File: config.mk
export PLATFORM = sky130hd
export DESIGN_NAME = triangle_gen_top
export DESIGN_NICKNAME = d
export VERILOG_FILES = /design/src/hw/triangle_pkg.sv /design/src/hw/parallel_phase_gen.sv /design/src/hw/triangle_shaper.sv /design/src/hw/crossing_detector.sv /design/src/hw/sample_combiner.sv /design/src/hw/triangle_gen_top.sv
export SDC_FILE = /design/constraint.sdc
export NUM_CORES = 1
export LEC_CHECK = 0
export ABC_AREA = 1
export BUFFER_PORTS_ARGS = -buffer_cell sky130_fd_sc_hd__buf_2
export CORE_MARGIN = 2
export CORE_UTILIZATION = 58
export DETAILED_ROUTE_END_ITERATION = 8
export PLACE_DENSITY = 0.77
export SETUP_SLACK_MARGIN = 0.02
export SYNTH_ARGS = -nofsm -noshare
export SYNTH_HDL_FRONTEND = slang
export SYNTH_SLANG_ARGS = --single-unit
File: constraint.sdc
create_clock -name dac_clk -period 4.3 [get_ports dac_clk]
set_clock_uncertainty 0.15 [all_clocks]
set_input_delay 0.215 -clock dac_clk [delete_from_list [all_inputs] [get_ports dac_clk]]
set_output_delay 0.215 -clock dac_clk [all_outputs]
set_load 0.005 [all_outputs]
File: src/hw/triangle_pkg.sv
//--------------------------------------------------------------------------
// triangle generator package: shared widths and the words passed between
// the phase generator, shaper, crossing detector and output combiner
//--------------------------------------------------------------------------
`default_nettype none

package triangle_pkg;

  // independent triangle channels
  localparam int channels = 2;
  // samples per channel delivered on every dac_clk
  localparam int parallel_samples = 4;
  // phase accumulator width, sets the frequency resolution
  localparam int phase_bits = 24;
  // DAC sample width
  localparam int sample_width = 16;

  // phase of every sample of every channel in one clock
  typedef struct packed {
    logic [channels-1:0][parallel_samples-1:0][phase_bits-1:0] phase;
  } phase_word_t;

  // per-channel phase increment as written by software
  typedef logic [channels-1:0][phase_bits-1:0] phase_inc_t;

  // shaped samples, one clock worth
  typedef logic [channels-1:0][parallel_samples-1:0][sample_width-1:0] sample_array_t;

  // word handed to the DAC every clock
  // trigger marks the upward mid-scale crossing of each channel
  typedef struct packed {
    logic                valid;
    logic [channels-1:0] trigger;
    sample_array_t       data;
  } dac_word_t;

endpackage

`default_nettype wire

File: src/hw/parallel_phase_gen.sv
//--------------------------------------------------------------------------
// parallel phase accumulator, parallel_samples phases per channel per clock
//--------------------------------------------------------------------------
`timescale 1ns/1ps
`default_nettype none

module parallel_phase_gen #(
  parameter int channels         = triangle_pkg::channels,
  parameter int parallel_samples = triangle_pkg::parallel_samples,
  parameter int phase_bits       = triangle_pkg::phase_bits
) (
  input  wire                       dac_clk,
  input  wire                       dac_reset,
  input  wire                       phase_inc_load,
  input  wire triangle_pkg::phase_inc_t phase_inc,
  output triangle_pkg::phase_word_t phase_word,
  output logic                      phase_valid
);

  // multiples of the increment, entry s holds inc * (s + 1)
  // last entry is the step of the cycle phase per clock
  logic [channels-1:0][parallel_samples-1:0][phase_bits-1:0] inc_mult;

  // phase of sample 0 for the next phase word
  logic [channels-1:0][phase_bits-1:0] cycle_phase;

  // increment multiples
  // only updated on a load strobe, every load is accepted
  always_ff @(posedge dac_clk) begin
    if (dac_reset) begin
      inc_mult <= '0;
    end else if (phase_inc_load) begin
      for (int ch = 0; ch < channels; ch++) begin
        for (int s = 0; s < parallel_samples; s++) begin
          // wraps modulo 2^phase_bits like the accumulator
          inc_mult[ch][s] <= phase_bits'(phase_inc[ch] * (s + 1));
        end
      end
    end
  end

  // accumulator
  // steps by parallel_samples increments so each word picks up
  // right where the previous one ended
  always_ff @(posedge dac_clk) begin
    if (dac_reset) begin
      cycle_phase <= '0;
    end else begin
      for (int ch = 0; ch < channels; ch++) begin
        cycle_phase[ch] <= cycle_phase[ch] + inc_mult[ch][parallel_samples-1];
      end
    end
  end

  // phase word
  // sample 0 is the cycle phase itself, later samples add the lower multiples
  // uses the old cycle phase, so the word trails the accumulator by one clock
  always_ff @(posedge dac_clk) begin
    if (dac_reset) begin
      phase_word <= '0;
    end else begin
      for (int ch = 0; ch < channels; ch++) begin
        phase_word.phase[ch][0] <= cycle_phase[ch];
        for (int s = 1; s < parallel_samples; s++) begin
          phase_word.phase[ch][s] <= cycle_phase[ch] + inc_mult[ch][s-1];
        end
      end
    end
  end

  // valid level
  // a zero increment still gives a legal (flat) word, so valid
  // does not wait for the first load
  always_ff @(posedge dac_clk) begin
    if (dac_reset) begin
      phase_valid <= 1'b0;
    end else begin
      phase_valid <= 1'b1;
    end
  end

endmodule

`default_nettype wire

File: src/hw/triangle_shaper.sv
//--------------------------------------------------------------------------
// triangle shaper: folds each phase into a triangle sample, one clock
//--------------------------------------------------------------------------
`timescale 1ns/1ps
`default_nettype none

module triangle_shaper #(
  parameter int channels         = triangle_pkg::channels,
  parameter int parallel_samples = triangle_pkg::parallel_samples,
  parameter int phase_bits       = triangle_pkg::phase_bits,
  parameter int sample_width     = triangle_pkg::sample_width
) (
  input  wire                          dac_clk,
  input  wire                          dac_reset,
  input  wire triangle_pkg::phase_word_t phase_word,
  input  wire                          phase_valid,
  output triangle_pkg::sample_array_t  shaped,
  output logic                         shaped_valid
);

  // mid-scale and the value just below it, full precision
  localparam logic [phase_bits-1:0] mid_scale = {1'b1, {(phase_bits-1){1'b0}}};
  localparam logic [phase_bits-1:0] below_mid = {1'b0, {(phase_bits-1){1'b1}}};

  // full-precision triangle value per sample
  logic [channels-1:0][parallel_samples-1:0][phase_bits-1:0] full_value;
  // twice the phase with the MSB dropped
  logic [channels-1:0][parallel_samples-1:0][phase_bits-1:0] twice_low;

  always_comb begin
    for (int ch = 0; ch < channels; ch++) begin
      for (int s = 0; s < parallel_samples; s++) begin
        twice_low[ch][s] = {phase_word.phase[ch][s][phase_bits-2:0], 1'b0};
        // first half of the period ramps up from mid-scale to full scale
        // then wraps through zero and ramps back up to mid-scale
        // second half mirrors it, so the result ramps down
        if (!phase_word.phase[ch][s][phase_bits-1]) begin
          full_value[ch][s] = mid_scale + twice_low[ch][s];
        end else begin
          full_value[ch][s] = below_mid - twice_low[ch][s];
        end
      end
    end
  end

  // keep the top sample_width bits
  // plain truncation, the low bits only matter for very slow sweeps
  always_ff @(posedge dac_clk) begin
    for (int ch = 0; ch < channels; ch++) begin
      for (int s = 0; s < parallel_samples; s++) begin
        shaped[ch][s] <= full_value[ch][s][phase_bits-1-:sample_width];
      end
    end
  end

  // valid follows the phase word by the same single stage
  always_ff @(posedge dac_clk) begin
    if (dac_reset) begin
      shaped_valid <= 1'b0;
    end else begin
      shaped_valid <= phase_valid;
    end
  end

  // the DAC stream cannot pause, so once started it runs until reset
  assert property (@(posedge dac_clk) disable iff (dac_reset)
    shaped_valid |=> shaped_valid)
    else $error("shaped_valid dropped outside reset");

endmodule

`default_nettype wire

File: src/hw/crossing_detector.sv
//--------------------------------------------------------------------------
// upward mid-scale crossing trigger per channel, from the phase quadrant
//--------------------------------------------------------------------------
`timescale 1ns/1ps
`default_nettype none

module crossing_detector #(
  parameter int channels         = triangle_pkg::channels,
  parameter int parallel_samples = triangle_pkg::parallel_samples,
  parameter int phase_bits       = triangle_pkg::phase_bits
) (
  input  wire                          dac_clk,
  input  wire                          dac_reset,
  input  wire triangle_pkg::phase_word_t phase_word,
  output logic [channels-1:0]          trigger
);

  // phase MSB, high on the falling half of the triangle
  logic [channels-1:0][parallel_samples-1:0] half_bit;
  // second phase bit, high once the rising half passes mid-scale
  logic [channels-1:0][parallel_samples-1:0] quad_bit;
  logic [channels-1:0]                       crossing;

  always_comb begin
    for (int ch = 0; ch < channels; ch++) begin
      for (int s = 0; s < parallel_samples; s++) begin
        half_bit[ch][s] = phase_word.phase[ch][s][phase_bits-1];
        quad_bit[ch][s] = phase_word.phase[ch][s][phase_bits-2];
      end
      // whole word on the rising half, and it straddles the
      // first to second quadrant boundary
      // only exact when the phase moves less than a quadrant per word
      crossing[ch] = ~(|half_bit[ch]) & (|quad_bit[ch]) & ~(&quad_bit[ch]);
    end
  end

  always_ff @(posedge dac_clk) begin
    if (dac_reset) begin
      trigger <= '0;
    end else begin
      trigger <= crossing;
    end
  end

  // trigger goes out to other instruments, no glitch may leave during reset
  assert property (@(posedge dac_clk) dac_reset |=> (trigger == '0))
    else $error("trigger set after reset");

endmodule

`default_nettype wire

File: src/hw/sample_combiner.sv
//--------------------------------------------------------------------------
// registers shaped samples, triggers and valid into one aligned DAC word
//--------------------------------------------------------------------------
`timescale 1ns/1ps
`default_nettype none

module sample_combiner #(
  parameter int channels         = triangle_pkg::channels,
  parameter int parallel_samples = triangle_pkg::parallel_samples,
  parameter int sample_width     = triangle_pkg::sample_width
) (
  input  wire                            dac_clk,
  input  wire                            dac_reset,
  input  wire triangle_pkg::sample_array_t shaped,
  input  wire                            shaped_valid,
  input  wire [channels-1:0]             trigger,
  output triangle_pkg::dac_word_t        dac_out
);

  // shaper and detector both sit one stage after the phase word,
  // so their outputs already line up here

  always_ff @(posedge dac_clk) begin
    if (dac_reset) begin
      dac_out <= '0;
    end else begin
      dac_out.valid   <= shaped_valid;
      dac_out.trigger <= trigger;
      for (int ch = 0; ch < channels; ch++) begin
        for (int s = 0; s < parallel_samples; s++) begin
          // idle words carry zero, the shaper data has no reset of its own
          if (shaped_valid) begin
            dac_out.data[ch][s] <= shaped[ch][s];
          end else begin
            dac_out.data[ch][s] <= {sample_width{1'b0}};
          end
        end
      end
    end
  end

  // detector and shaper must agree on which words are live
  // a trigger in an idle word would fire before the sweep starts
  assert property (@(posedge dac_clk) disable iff (dac_reset)
    (|trigger) |-> shaped_valid)
    else $error("trigger raised in a word without valid");

  // same rule on the registered word
  assert property (@(posedge dac_clk) (|dac_out.trigger) |-> dac_out.valid)
    else $error("output word has trigger without valid");

endmodule

`default_nettype wire

File: src/hw/triangle_gen_top.sv
//--------------------------------------------------------------------------
// multi-channel triangle generator for a parallel-sample DAC
//--------------------------------------------------------------------------
`timescale 1ns/1ps
`default_nettype none

module triangle_gen_top #(
  parameter int channels         = triangle_pkg::channels,
  parameter int parallel_samples = triangle_pkg::parallel_samples,
  parameter int phase_bits       = triangle_pkg::phase_bits,
  parameter int sample_width     = triangle_pkg::sample_width
) (
  input  wire                           dac_clk,
  input  wire                           dac_reset,
  // one-cycle strobe, phase_inc is taken on the same edge
  input  wire                           phase_inc_load,
  input  wire triangle_pkg::phase_inc_t phase_inc,
  output triangle_pkg::dac_word_t       dac_out
);

  // generator to shaper and detector
  triangle_pkg::phase_word_t   phase_word;
  logic                        phase_valid;

  // shaper and detector to combiner
  triangle_pkg::sample_array_t shaped;
  logic                        shaped_valid;
  logic [channels-1:0]         trigger;

  parallel_phase_gen #(
    .channels         (channels),
    .parallel_samples (parallel_samples),
    .phase_bits       (phase_bits)
  ) phase_gen_i (
    .dac_clk        (dac_clk),
    .dac_reset      (dac_reset),
    .phase_inc_load (phase_inc_load),
    .phase_inc      (phase_inc),
    .phase_word     (phase_word),
    .phase_valid    (phase_valid)
  );

  triangle_shaper #(
    .channels         (channels),
    .parallel_samples (parallel_samples),
    .phase_bits       (phase_bits),
    .sample_width     (sample_width)
  ) shaper_i (
    .dac_clk      (dac_clk),
    .dac_reset    (dac_reset),
    .phase_word   (phase_word),
    .phase_valid  (phase_valid),
    .shaped       (shaped),
    .shaped_valid (shaped_valid)
  );

  // runs beside the shaper on the same phase word
  crossing_detector #(
    .channels         (channels),
    .parallel_samples (parallel_samples),
    .phase_bits       (phase_bits)
  ) detector_i (
    .dac_clk    (dac_clk),
    .dac_reset  (dac_reset),
    .phase_word (phase_word),
    .trigger    (trigger)
  );

  sample_combiner #(
    .channels         (channels),
    .parallel_samples (parallel_samples),
    .sample_width     (sample_width)
  ) combiner_i (
    .dac_clk      (dac_clk),
    .dac_reset    (dac_reset),
    .shaped       (shaped),
    .shaped_valid (shaped_valid),
    .trigger      (trigger),
    .dac_out      (dac_out)
  );

endmodule

`default_nettype wire

**Yosys cells after proc, flatten, opt, wreduce, memory -nomap -nowiden**

Cells that the tools add are included.

- Mux-type cells: 9
- Multiply operators: 2
- Reduce and logical (&&, ||, !) cells: 7
- Add/subtract/negate cells: 24
- Bitwise logic cells: 9

Operators with widths:

| cell | number |
|---|---|
| adder 24 bit | 8 |
| adder 24 bit, first input constant | 8 |
| 2-to-1 mux 24 bit | 8 |
| subtractor 23 x 24 -> 24 bit, first input constant | 8 |
| multiplier 24 x 2 -> 24 bit, second input constant | 2 |
| OR reduction 4 bit | 4 |
| AND reduction 4 bit | 2 |
| NOT 1 bit | 5 |
| AND 1 bit | 4 |
| OR reduction 2 bit | 1 |
| 2-to-1 mux 1 bit | 1 |

- Word-level logic and storage cells: 90
- Flip-flop bits (word level): 689
- Output and inout port bits: 131
- Input port bits: 51

**Depth between registers and ports, before layout**

Gate-level depths: netlist of run 1.

- Depth in word-level cells: 4
- Mapped depth: 13
- Mapped depth without buffers: 13

**Cells and area by module**

A second synthesis of run 1 with hierarchy kept.

- Cells, all modules: 4652
- Area total of the unflattened synthesis: 31261.2 um2

By module, submodules not included:

| module | seq. area each (um2) | cells an instance | area an instance (um2) | instances |
|---|---|---|---|---|
| parallel_phase_gen | 6426.2 | 3549 | 22440.3 | 1 |
| triangle_shaper | 2582.5 | 675 | 4929.7 | 1 |
| sample_combiner | 2622.5 | 408 | 3771.1 | 1 |
| crossing_detector | 40.0 | 20 | 120.1 | 1 |

**Worst setup path before layout of run 1**

Ideal clock, no wire load.

- Kind: reg2reg
- From: reg phase_gen_i.cycle_phase[2] in the netlist's numbering
- To: reg phase_gen_i.cycle_phase[14] in the netlist's numbering
- Slack: 2.308 ns
- Period minus slack after synthesis: 1.992 ns
- Stages on the path, launching flop included: 14
- Path buffers: 0
- Data arrival time: 1.729 ns
- Setup time: 0.113 ns
- Required time: 4.037 ns
- Path through: dfxtp_1 ha_1 inv_1 fa_1 inv_1 nand2_2 o21ai_2 inv_2 o21bai_4 nand2_2 nand2_2 nand2_1 nand2_1 nor2_1

- Cells in the longest elaborated chain, start to end: 1

RTL lines:

| item | line | text |
|---|---|---|
| from (decl) | parallel_phase_gen.sv:25 | `logic [channels-1:0][phase_bits-1:0] cycle_phase;` |
| from (signal, indexed assignment) | parallel_phase_gen.sv:50 | `cycle_phase[ch] <= cycle_phase[ch] + inc_mult[ch][parallel_samples-1];` |
| adder 24 bit | parallel_phase_gen.sv:50 |  |

Every way passes these cells.
A chain may end at the register's enable or synchronous reset.

**Worst setup path in the final report of run 1**

- From: in phase_inc[32] in the netlist's numbering
- To: reg phase_gen_i.inc_mult[162] in the netlist's numbering

- Cells in the longest elaborated chain, start to end: 1

RTL lines:

| item | line | text |
|---|---|---|
| from (decl) | triangle_gen_top.sv:17 | `input wire triangle_pkg::phase_inc_t phase_inc,` |
| multiplier 24 x 2 -> 24 bit | parallel_phase_gen.sv:36 | `inc_mult[ch][s] <= phase_bits'(phase_inc[ch] * (s + 1));` |
| to (signal, indexed assignment) | parallel_phase_gen.sv:36 |  |
| to (decl) | parallel_phase_gen.sv:22 | `logic [channels-1:0][parallel_samples-1:0][phase_bits-1:0] inc_mult;` |

Every way passes these cells.

==> impl_metrics.toml, run 1 <==
[sta]
layout_min_cycle_time_ns = 2.442
tns_ns = 0
setup_ws_ns = 1.858
worst_pin_slew_ns = 1.065
setup_violations = 0
slew_headroom_pct = 28.97
fmax_ghz = 0.4094
hold_viol_final = 0
rsz0062_at_grt = "no"
maxSlewViolCount = 0
fin_crit_sh_pct = 56.80

[clocking]
cts_max_level = 2
cts_tree = "yes"
cts_sinks = 535
clk_pin_slew_ns = 0.07
post_cts_resized = 0
clk_path_buf_depth = 3
clockRootBuffer = "clkbuf_16"
cts_buffers = 53
postCtsSetupRepairBufs = 0
clk_latency_ns = 0.62

[floorplan]
num_io_pins = 182
die_y_um = 225.2
start_util_pct = 58.35
core-area_um2 = 48650
die_w_um = 225.2
fp-row-count = 81
die-area_um2 = 50730

[power_and_ir_drop]
p_int_w = 0.009566
power.switching_w = 0.004574
power_per_cell_area_nw_per_um2 = 441.0
netSwitchingFraction_pct = 32.35
clkPwrFrac_pct = 33.6
comb_power_share_pct = 21.8
vdd_ir_drop_max_v = 0.0003270
power_w = 0.01414
leakagePower_nw = 17.14
p_seq_share_pct = 44.6

[place]
io_buffer_count = 181
dp_hpwl_mm = 60.01
preCtsSetupSlack_ns = 2.016
gp_congestion = 1.021

[route]
routed-via-count = 25848
drtIter0Drc = 1933
drc = 0
wl_mm = 79.18
avgRoutedWirePerCell_um = 15.90
ant_nets = 0
dr_wl_met3_mm = 4.210
dr_wl_met2_mm = 37.96
met1Wirelength_mm = 33.02
highest_layer = "met4"
firstDrtPassIters = 8
via_per_inst = 5.189

[logic_synthesis]
syn-cell-area_um2 = 28390
synth_cell_types = 43
synth_commonest_cells = "nand2_1 (930), nor2_1 (661), inv_1 (634)"
yosys_warnings = 0
synthCells = 4107
synth_area_leader_cell = "dfxtp_1"
yosysSeqAreaShare_pct = 37.73
synthTopCellsByArea = "dfxtp_1 (38%), nand2_1 (12%), ha_1 (9.0%)"
synth.most_common_cell = "nand2_1"
async_reset_ff_share_pct = 0
synth_edf_count = 0
synth.avg_cell_area_um2 = 6.912
ys.flop_type = "dfxtp_1"
synth_fp_nets = 4366
netlist.area_leader.share_pct = 37.73
ys_ff_latch = 535

[cells_and_area]
final_util_pct = 65.92
regArea_um2 = 10710
final.fill_count = 4394
multiInputGateArea_um2 = 14890
nNetsFinal = 4576
area_growth_pct = 12.96
final_layout_size_suffix_gt1_share_pct = 8.213
antennaDiodeCount = 0

[global_routing]
antenna_found_initial = 0
grtUsageTotal_pct = 31.01
grt_pass1_vias = 23985
grt_pass1_wl_mm = 124.0
overflow = 0
grt_max_degree = 192

[job]
drv_cap = 0

[status]
status = "completed"

[min_path]
hold_path_class = "reg -> reg"

[critical_path]
worstPathRequired_ns = 4.65
critical_path_class = "in -> reg"
critPathMaxStageDelay_ns = 0.54
end_kind = "flop"
start_kind = "input pin"
crit_slowest_cell = "dlygate4sd3_1"
crit_chain = "dlygate4sd3_1, buf_2, ha_1, nand2_2, nor2_2, nand3_1, nand3_1, nand2_1, nand3_1, nand3_1, nand2_1, dlygate4sd3_1, inv_1"
cp_common_cell = "nand3_1"
critPathArrivalTime_ns = 2.80
cp_max_fo = 4
[routing by layer]
layer	vias to the layer above	GRT usage, %
li1	13315	-
met3	228	4.133
met1	11501	37.37
met4	0	15.08
met5	-	0
met2	804	54.40
[state kept, by name, summed over array words and instances (netlist names)]
register,count
shaper_i.shaped_valid,1
shaper_i.shaped,128
phase_gen_i.phase_valid,1
phase_gen_i.inc_mult,92
combiner_i.dac_out,131
phase_gen_i.phase_word,136
phase_gen_i.cycle_phase,44
detector_i.trigger,2
[power by group through the flow]
stage / clock network [W] / logic [W] / registers (W)
2_1_floorplan: 0 / 0.00233 / 0.00607
6_report: 0.00475 / 0.00308 / 0.00631
3_5_place_dp: 0 / 0.00298 / 0.00641
5_1_grt: 0.00502 / 0.00351 / 0.00636
3_3_place_gp: 0 / 0.00295 / 0.00639
4_1_cts: 0.00482 / 0.00305 / 0.00631
[worst max-delay path, delay by kind of cell]
kind | cells | cell delay, ns
buffers and inverters | 4 | 1.26
and+or+nand+nor | 8 | 0.92
adders and majority gates | 1 | 0.39
[cell usage in the layout (no fill, tap or decap), types with 15 or more instances in the layout]
| master | n |
|---|---|
| buf_2 | 179 |
| dfxtp_1 | 535 |
| o21bai_1 | 27 |
| nand4_1 | 31 |
| nor3_1 | 39 |
| inv_1 | 633 |
| nor2_2 | 17 |
| nor2_1 | 661 |
| a21oi_1 | 280 |
| nand3_1 | 187 |
| nand3b_1 | 15 |
| xnor2_1 | 20 |
| clkbuf_16 | 53 |
| nand2_1 | 929 |
| o21ai_0 | 183 |
| dlygate4sd3_1 | 51 |
| ha_1 | 204 |
| xor2_1 | 133 |
| nand2_2 | 17 |
[layout make-up]
cell class,instances,area share (%)
clock buffer,67,4.456
timing repair buffer,237,4.589
clock inverter,30,1.120
multi-input combinational,2845,46.45
tap,622,2.427
inverter,645,7.558
sequential,535,33.40
[cells by family after synthesis]
| logic type | Yosys count | synth area share (%) |
|---|---|---|
| adder cells (fa/ha/maj) | 208 | 9.274 |
| flip-flops | 535 | 37.73 |
| buffers and inverters | 727 | 9.829 |
| AO/OA/AOI/OAI | 555 | 10.62 |
| AND/OR/NAND/NOR | 1929 | 27.83 |
| XOR/XNOR | 153 | 4.721 |
[worst paths after layout]
path | start | to | slack (ns) | depth (start not counted)
setup / recovery | phase_inc[32] | phase_gen_i.inc_mult[162]$_SDFFE_PP0P_ | 1.86 | 13
hold / removal | shaper_i.shaped[80]$_DFF_P_ | combiner_i.dac_out[80]$_SDFF_PP0_ | 0.24 | 2
setup reg to reg | phase_gen_i.cycle_phase[26]$_SDFF_PP0_ | phase_gen_i.cycle_phase[42]$_SDFF_PP0_ | 1.97 | 11
hold reg to reg | shaper_i.shaped[80]$_DFF_P_ | combiner_i.dac_out[80]$_SDFF_PP0_ | 0.24 | 2
[repair_timing]
action / 4_1_cts / 5_1_grt
hold buffers: 51 / 0
endpoints found under the hold margin: 71 / 0
setup endpoints to repair: 0 / 0
[through the flow]
step | hold slack (ns) | instance area [µm²] | cells
floorplan | 0.1999 | 28390 | 4107
global placement | 0.2437 | 29770 | 4833
finish | 0.2379 | 32070 | 4981
CTS | 0.2442 | 32070 | 4981
global route | 0.2626 | 32070 | 4981
detailed placement | 0.2472 | 29770 | 4833
No activity file was read; power rests on OpenSTA's default activity.
==> run 2: changes to the inputs <==
ABC_AREA = 0   (was 1)
CORE_UTILIZATION = 55   (was 58)
clock period = 2.1 ns   (was 4.3 ns; I/O delays follow)
==> impl_metrics.toml, run 2 <==
[floorplan]
die_w_um = 216.5
core-area_um2 = 44410
die-area_um2 = 46880
die_y_um = 216.5
start_util_pct = 55.93
num_io_pins = 182
fp-row-count = 77

[logic_synthesis]
yosys_warnings = 0
synth_fp_nets = 2820
async_reset_ff_share_pct = 0
synth_cell_types = 84
synth_commonest_cells = "dfxtp_1 (535), nor2_1 (228), ha_1 (204)"
synthTopCellsByArea = "dfxtp_1 (43%), ha_1 (10%), xor2_1 (6.0%)"
syn-cell-area_um2 = 24840
synth_area_leader_cell = "dfxtp_1"
synth.avg_cell_area_um2 = 9.699
synthCells = 2561
synth_edf_count = 0
ys_ff_latch = 535
yosysSeqAreaShare_pct = 43.12
ys.flop_type = "dfxtp_1"
netlist.area_leader.share_pct = 43.12
synth.most_common_cell = "dfxtp_1"

[critical_path]
critical_path_class = "reg -> reg"
crit_chain = "ha_4, inv_2, fa_2, nor2b_4, o31a_1, o41ai_4, a31oi_4, o31a_1, o22ai_2, mux2_4"
cp_common_cell = "o31a_1"
start_kind = "flop"
crit_slowest_cell = "o41ai_4"
critPathArrivalTime_ns = 3.04
worstPathRequired_ns = 2.44
end_kind = "flop"
cp_max_fo = 2
critPathMaxStageDelay_ns = 0.38

[global_routing]
antenna_found_initial = 4
grtUsageTotal_pct = 32.07
grt_max_degree = 130
grt_pass1_vias = 22627
grt_pass1_wl_mm = 120.1
overflow = 0

[route]
drtIter0Drc = 1652
wl_mm = 80.87
ant_nets = 0
via_per_inst = 5.617
routed-via-count = 22564
avgRoutedWirePerCell_um = 20.13
firstDrtPassIters = 6
drc = 0

[clocking]
cts_tree = "yes"
clk_pin_slew_ns = 0.06
cts_sinks = 535
clk_path_buf_depth = 3
clockRootBuffer = "clkbuf_16"
clk_latency_ns = 0.61
cts_buffers = 53
cts_max_level = 2

[sta]
setup_violations = 137
worst_pin_slew_ns = 0.5822
setup_ws_ns = -0.6064
maxSlewViolCount = 0
slew_headroom_pct = 60.18
layout_min_cycle_time_ns = 2.706
fin_crit_sh_pct = 128.9
rsz0062_at_grt = "yes"
worst_hold_slack_ns = -0.05050
fmax_ghz = 0.3695
hold_viol_final = 3

[cells_and_area]
final_common_cell = "buf_4"
mostFrequentLayoutCells = "buf_4 (510), dfxtp_1 (476), nor2_1 (212)"
largest-register = "phase_gen_i.phase_word"
final_layout_size_suffix_gt1_share_pct = 38.33
top_regs = "phase_gen_i.phase_word: 136 flops, combiner_i.dac_out: 131 flops, shaper_i.shaped: 128 flops"
nNetsFinal = 3639
final.fill_count = 2469
largest_reg_flops = 136
area_growth_pct = 47.50

[place]
io_buffer_count = 181
dp_hpwl_mm = 53.03
preCtsSetupSlack_ns = -0.5476
gp_congestion = 0.9110

[power_and_ir_drop]
netSwitchingFraction_pct = 29.11
p_seq_share_pct = 41.6
comb_power_share_pct = 25.4
p_int_w = 0.02130
vdd_ir_drop_max_v = 0.0006720
clkPwrFrac_pct = 33.0
leakagePower_nw = 17.52
power.switching_w = 0.008743
power_per_cell_area_nw_per_um2 = 819.9

[status]
status = "finished with violations"
violations = "hold timing, setup timing"

[min_path]
hold_path_class = "in -> reg"

[job]
drv_cap = 0
==> run 2: cell count changes after synthesis, sizes merged, moves of 138 or more <==
cell,before,now
nand2,947,98
inv,645,56
nor2,680,228
nand3,190,43
a21oi,284,142
and2,2,140
==> run 2: cells by family (layout without fill, tap and decap cells) <==
family / after synthesis / in the layout / synth area share, %
fa+ha+maj: 208 / 208 / 10.60
buf+inv: 144 / 1006 / 2.176
flops: 535 / 535 / 43.12
other cells: 0 / 2 / 0
compound gates: 568 / 568 / 16.03
xor+xnor: 251 / 251 / 8.851
simple gates: 779 / 779 / 16.11
mux: 76 / 76 / 3.118
==> run 2: routing by layer <==
layer	GRT usage, %	up-vias	share of wire [%]
li1	-	10675	-
met1	43.51	10888	44
met2	52.78	783	46
met3	5.151	216	6.5
met4	9.292	2	3.4
met5	0	-	0.022
==> run 2: final timing paths <==
| kind | slack, ns | endpoint | depth (start not counted) | from |
|---|---|---|---|---|
| worst max-delay path | -0.61 | phase_gen_i.cycle_phase[20]$_SDFF_PP0_ | 10 | phase_gen_i.cycle_phase[2]$_SDFF_PP0_ |
| worst min-delay path | -0.05 | phase_gen_i.inc_mult[156]$_SDFFE_PP0P_ | 4 | phase_inc[36] |
| worst max register to register | -0.61 | phase_gen_i.cycle_phase[20]$_SDFF_PP0_ | 10 | phase_gen_i.cycle_phase[2]$_SDFF_PP0_ |
| worst min register to register | 0.26 | shaper_i.shaped[36]$_DFF_P_ | 1 | phase_gen_i.phase_word[59]$_SDFF_PP0_ |
==> run 2: worst max-delay path, delay by kind of cell, from the launching register on <==
family,cells,cell delay [ns]
and+or+nand+nor,1,0.06
buffers and inverters,1,0.05
muxes,1,0.31
AOI/OAI and AO/OA,5,1.30
DFF,1,0.33
adders and majority gates,2,0.38
==> run 2: timing repair <==
item | 4_1_cts | 5_1_grt
hold buffers | 73 | 15
buffers inserted | 53 | 39
resized for setup | 292 | 223
endpoints found under the hold margin | 138 | 15
pin swaps | 177 | 156
endpoints found under the setup margin | 115 | 162
==> run 2: stage by stage <==
stage / setup TNS, ns / std cells / cell area, µm² / power [W] / util [%]
global route: -41.98 / 4017 / 36640 / 0.03120 / 82.49
finish: -34.19 / 4017 / 36640 / 0.03004 / 82.49
global placement: -30.35 / 3780 / 31020 / 0.01863 / 69.84
floorplan: -4.185 / 2561 / 25570 / 0.01605 / -
detailed placement: -36.11 / 3780 / 31020 / 0.01888 / 69.84
CTS: -28.28 / 3994 / 35380 / 0.02939 / 79.67
==> run 2: power groups by stage <==
| stage | registers (W) | logic (W) | clock network [W] |
|---|---|---|---|
| final | 0.0125 | 0.00762 | 0.00992 |
| after global routing | 0.0126 | 0.00820 | 0.0104 |
| after global placement | 0.0126 | 0.00605 | 0 |
| after detailed placement | 0.0126 | 0.00626 | 0 |
| after CTS | 0.0125 | 0.00693 | 0.0100 |
| after floorplan | 0.0123 | 0.00377 | 0 |
==> run 2: final cells by class <==
cell class | count | area [µm²] | area share (%)
Sequential cell | 535 | 10850 | 29.61
Tap cell | 592 | 740.7 | 2.022
Clock buffer | 74 | 1556 | 4.248
Timing Repair Buffer | 851 | 6565 | 17.92
Inverter | 57 | 214.0 | 0.5840
Antenna cell | 2 | 5.005 | 0.01366
Clock inverter | 24 | 295.3 | 0.8060
Multi-Input combinational cell | 1882 | 16410 | 44.80
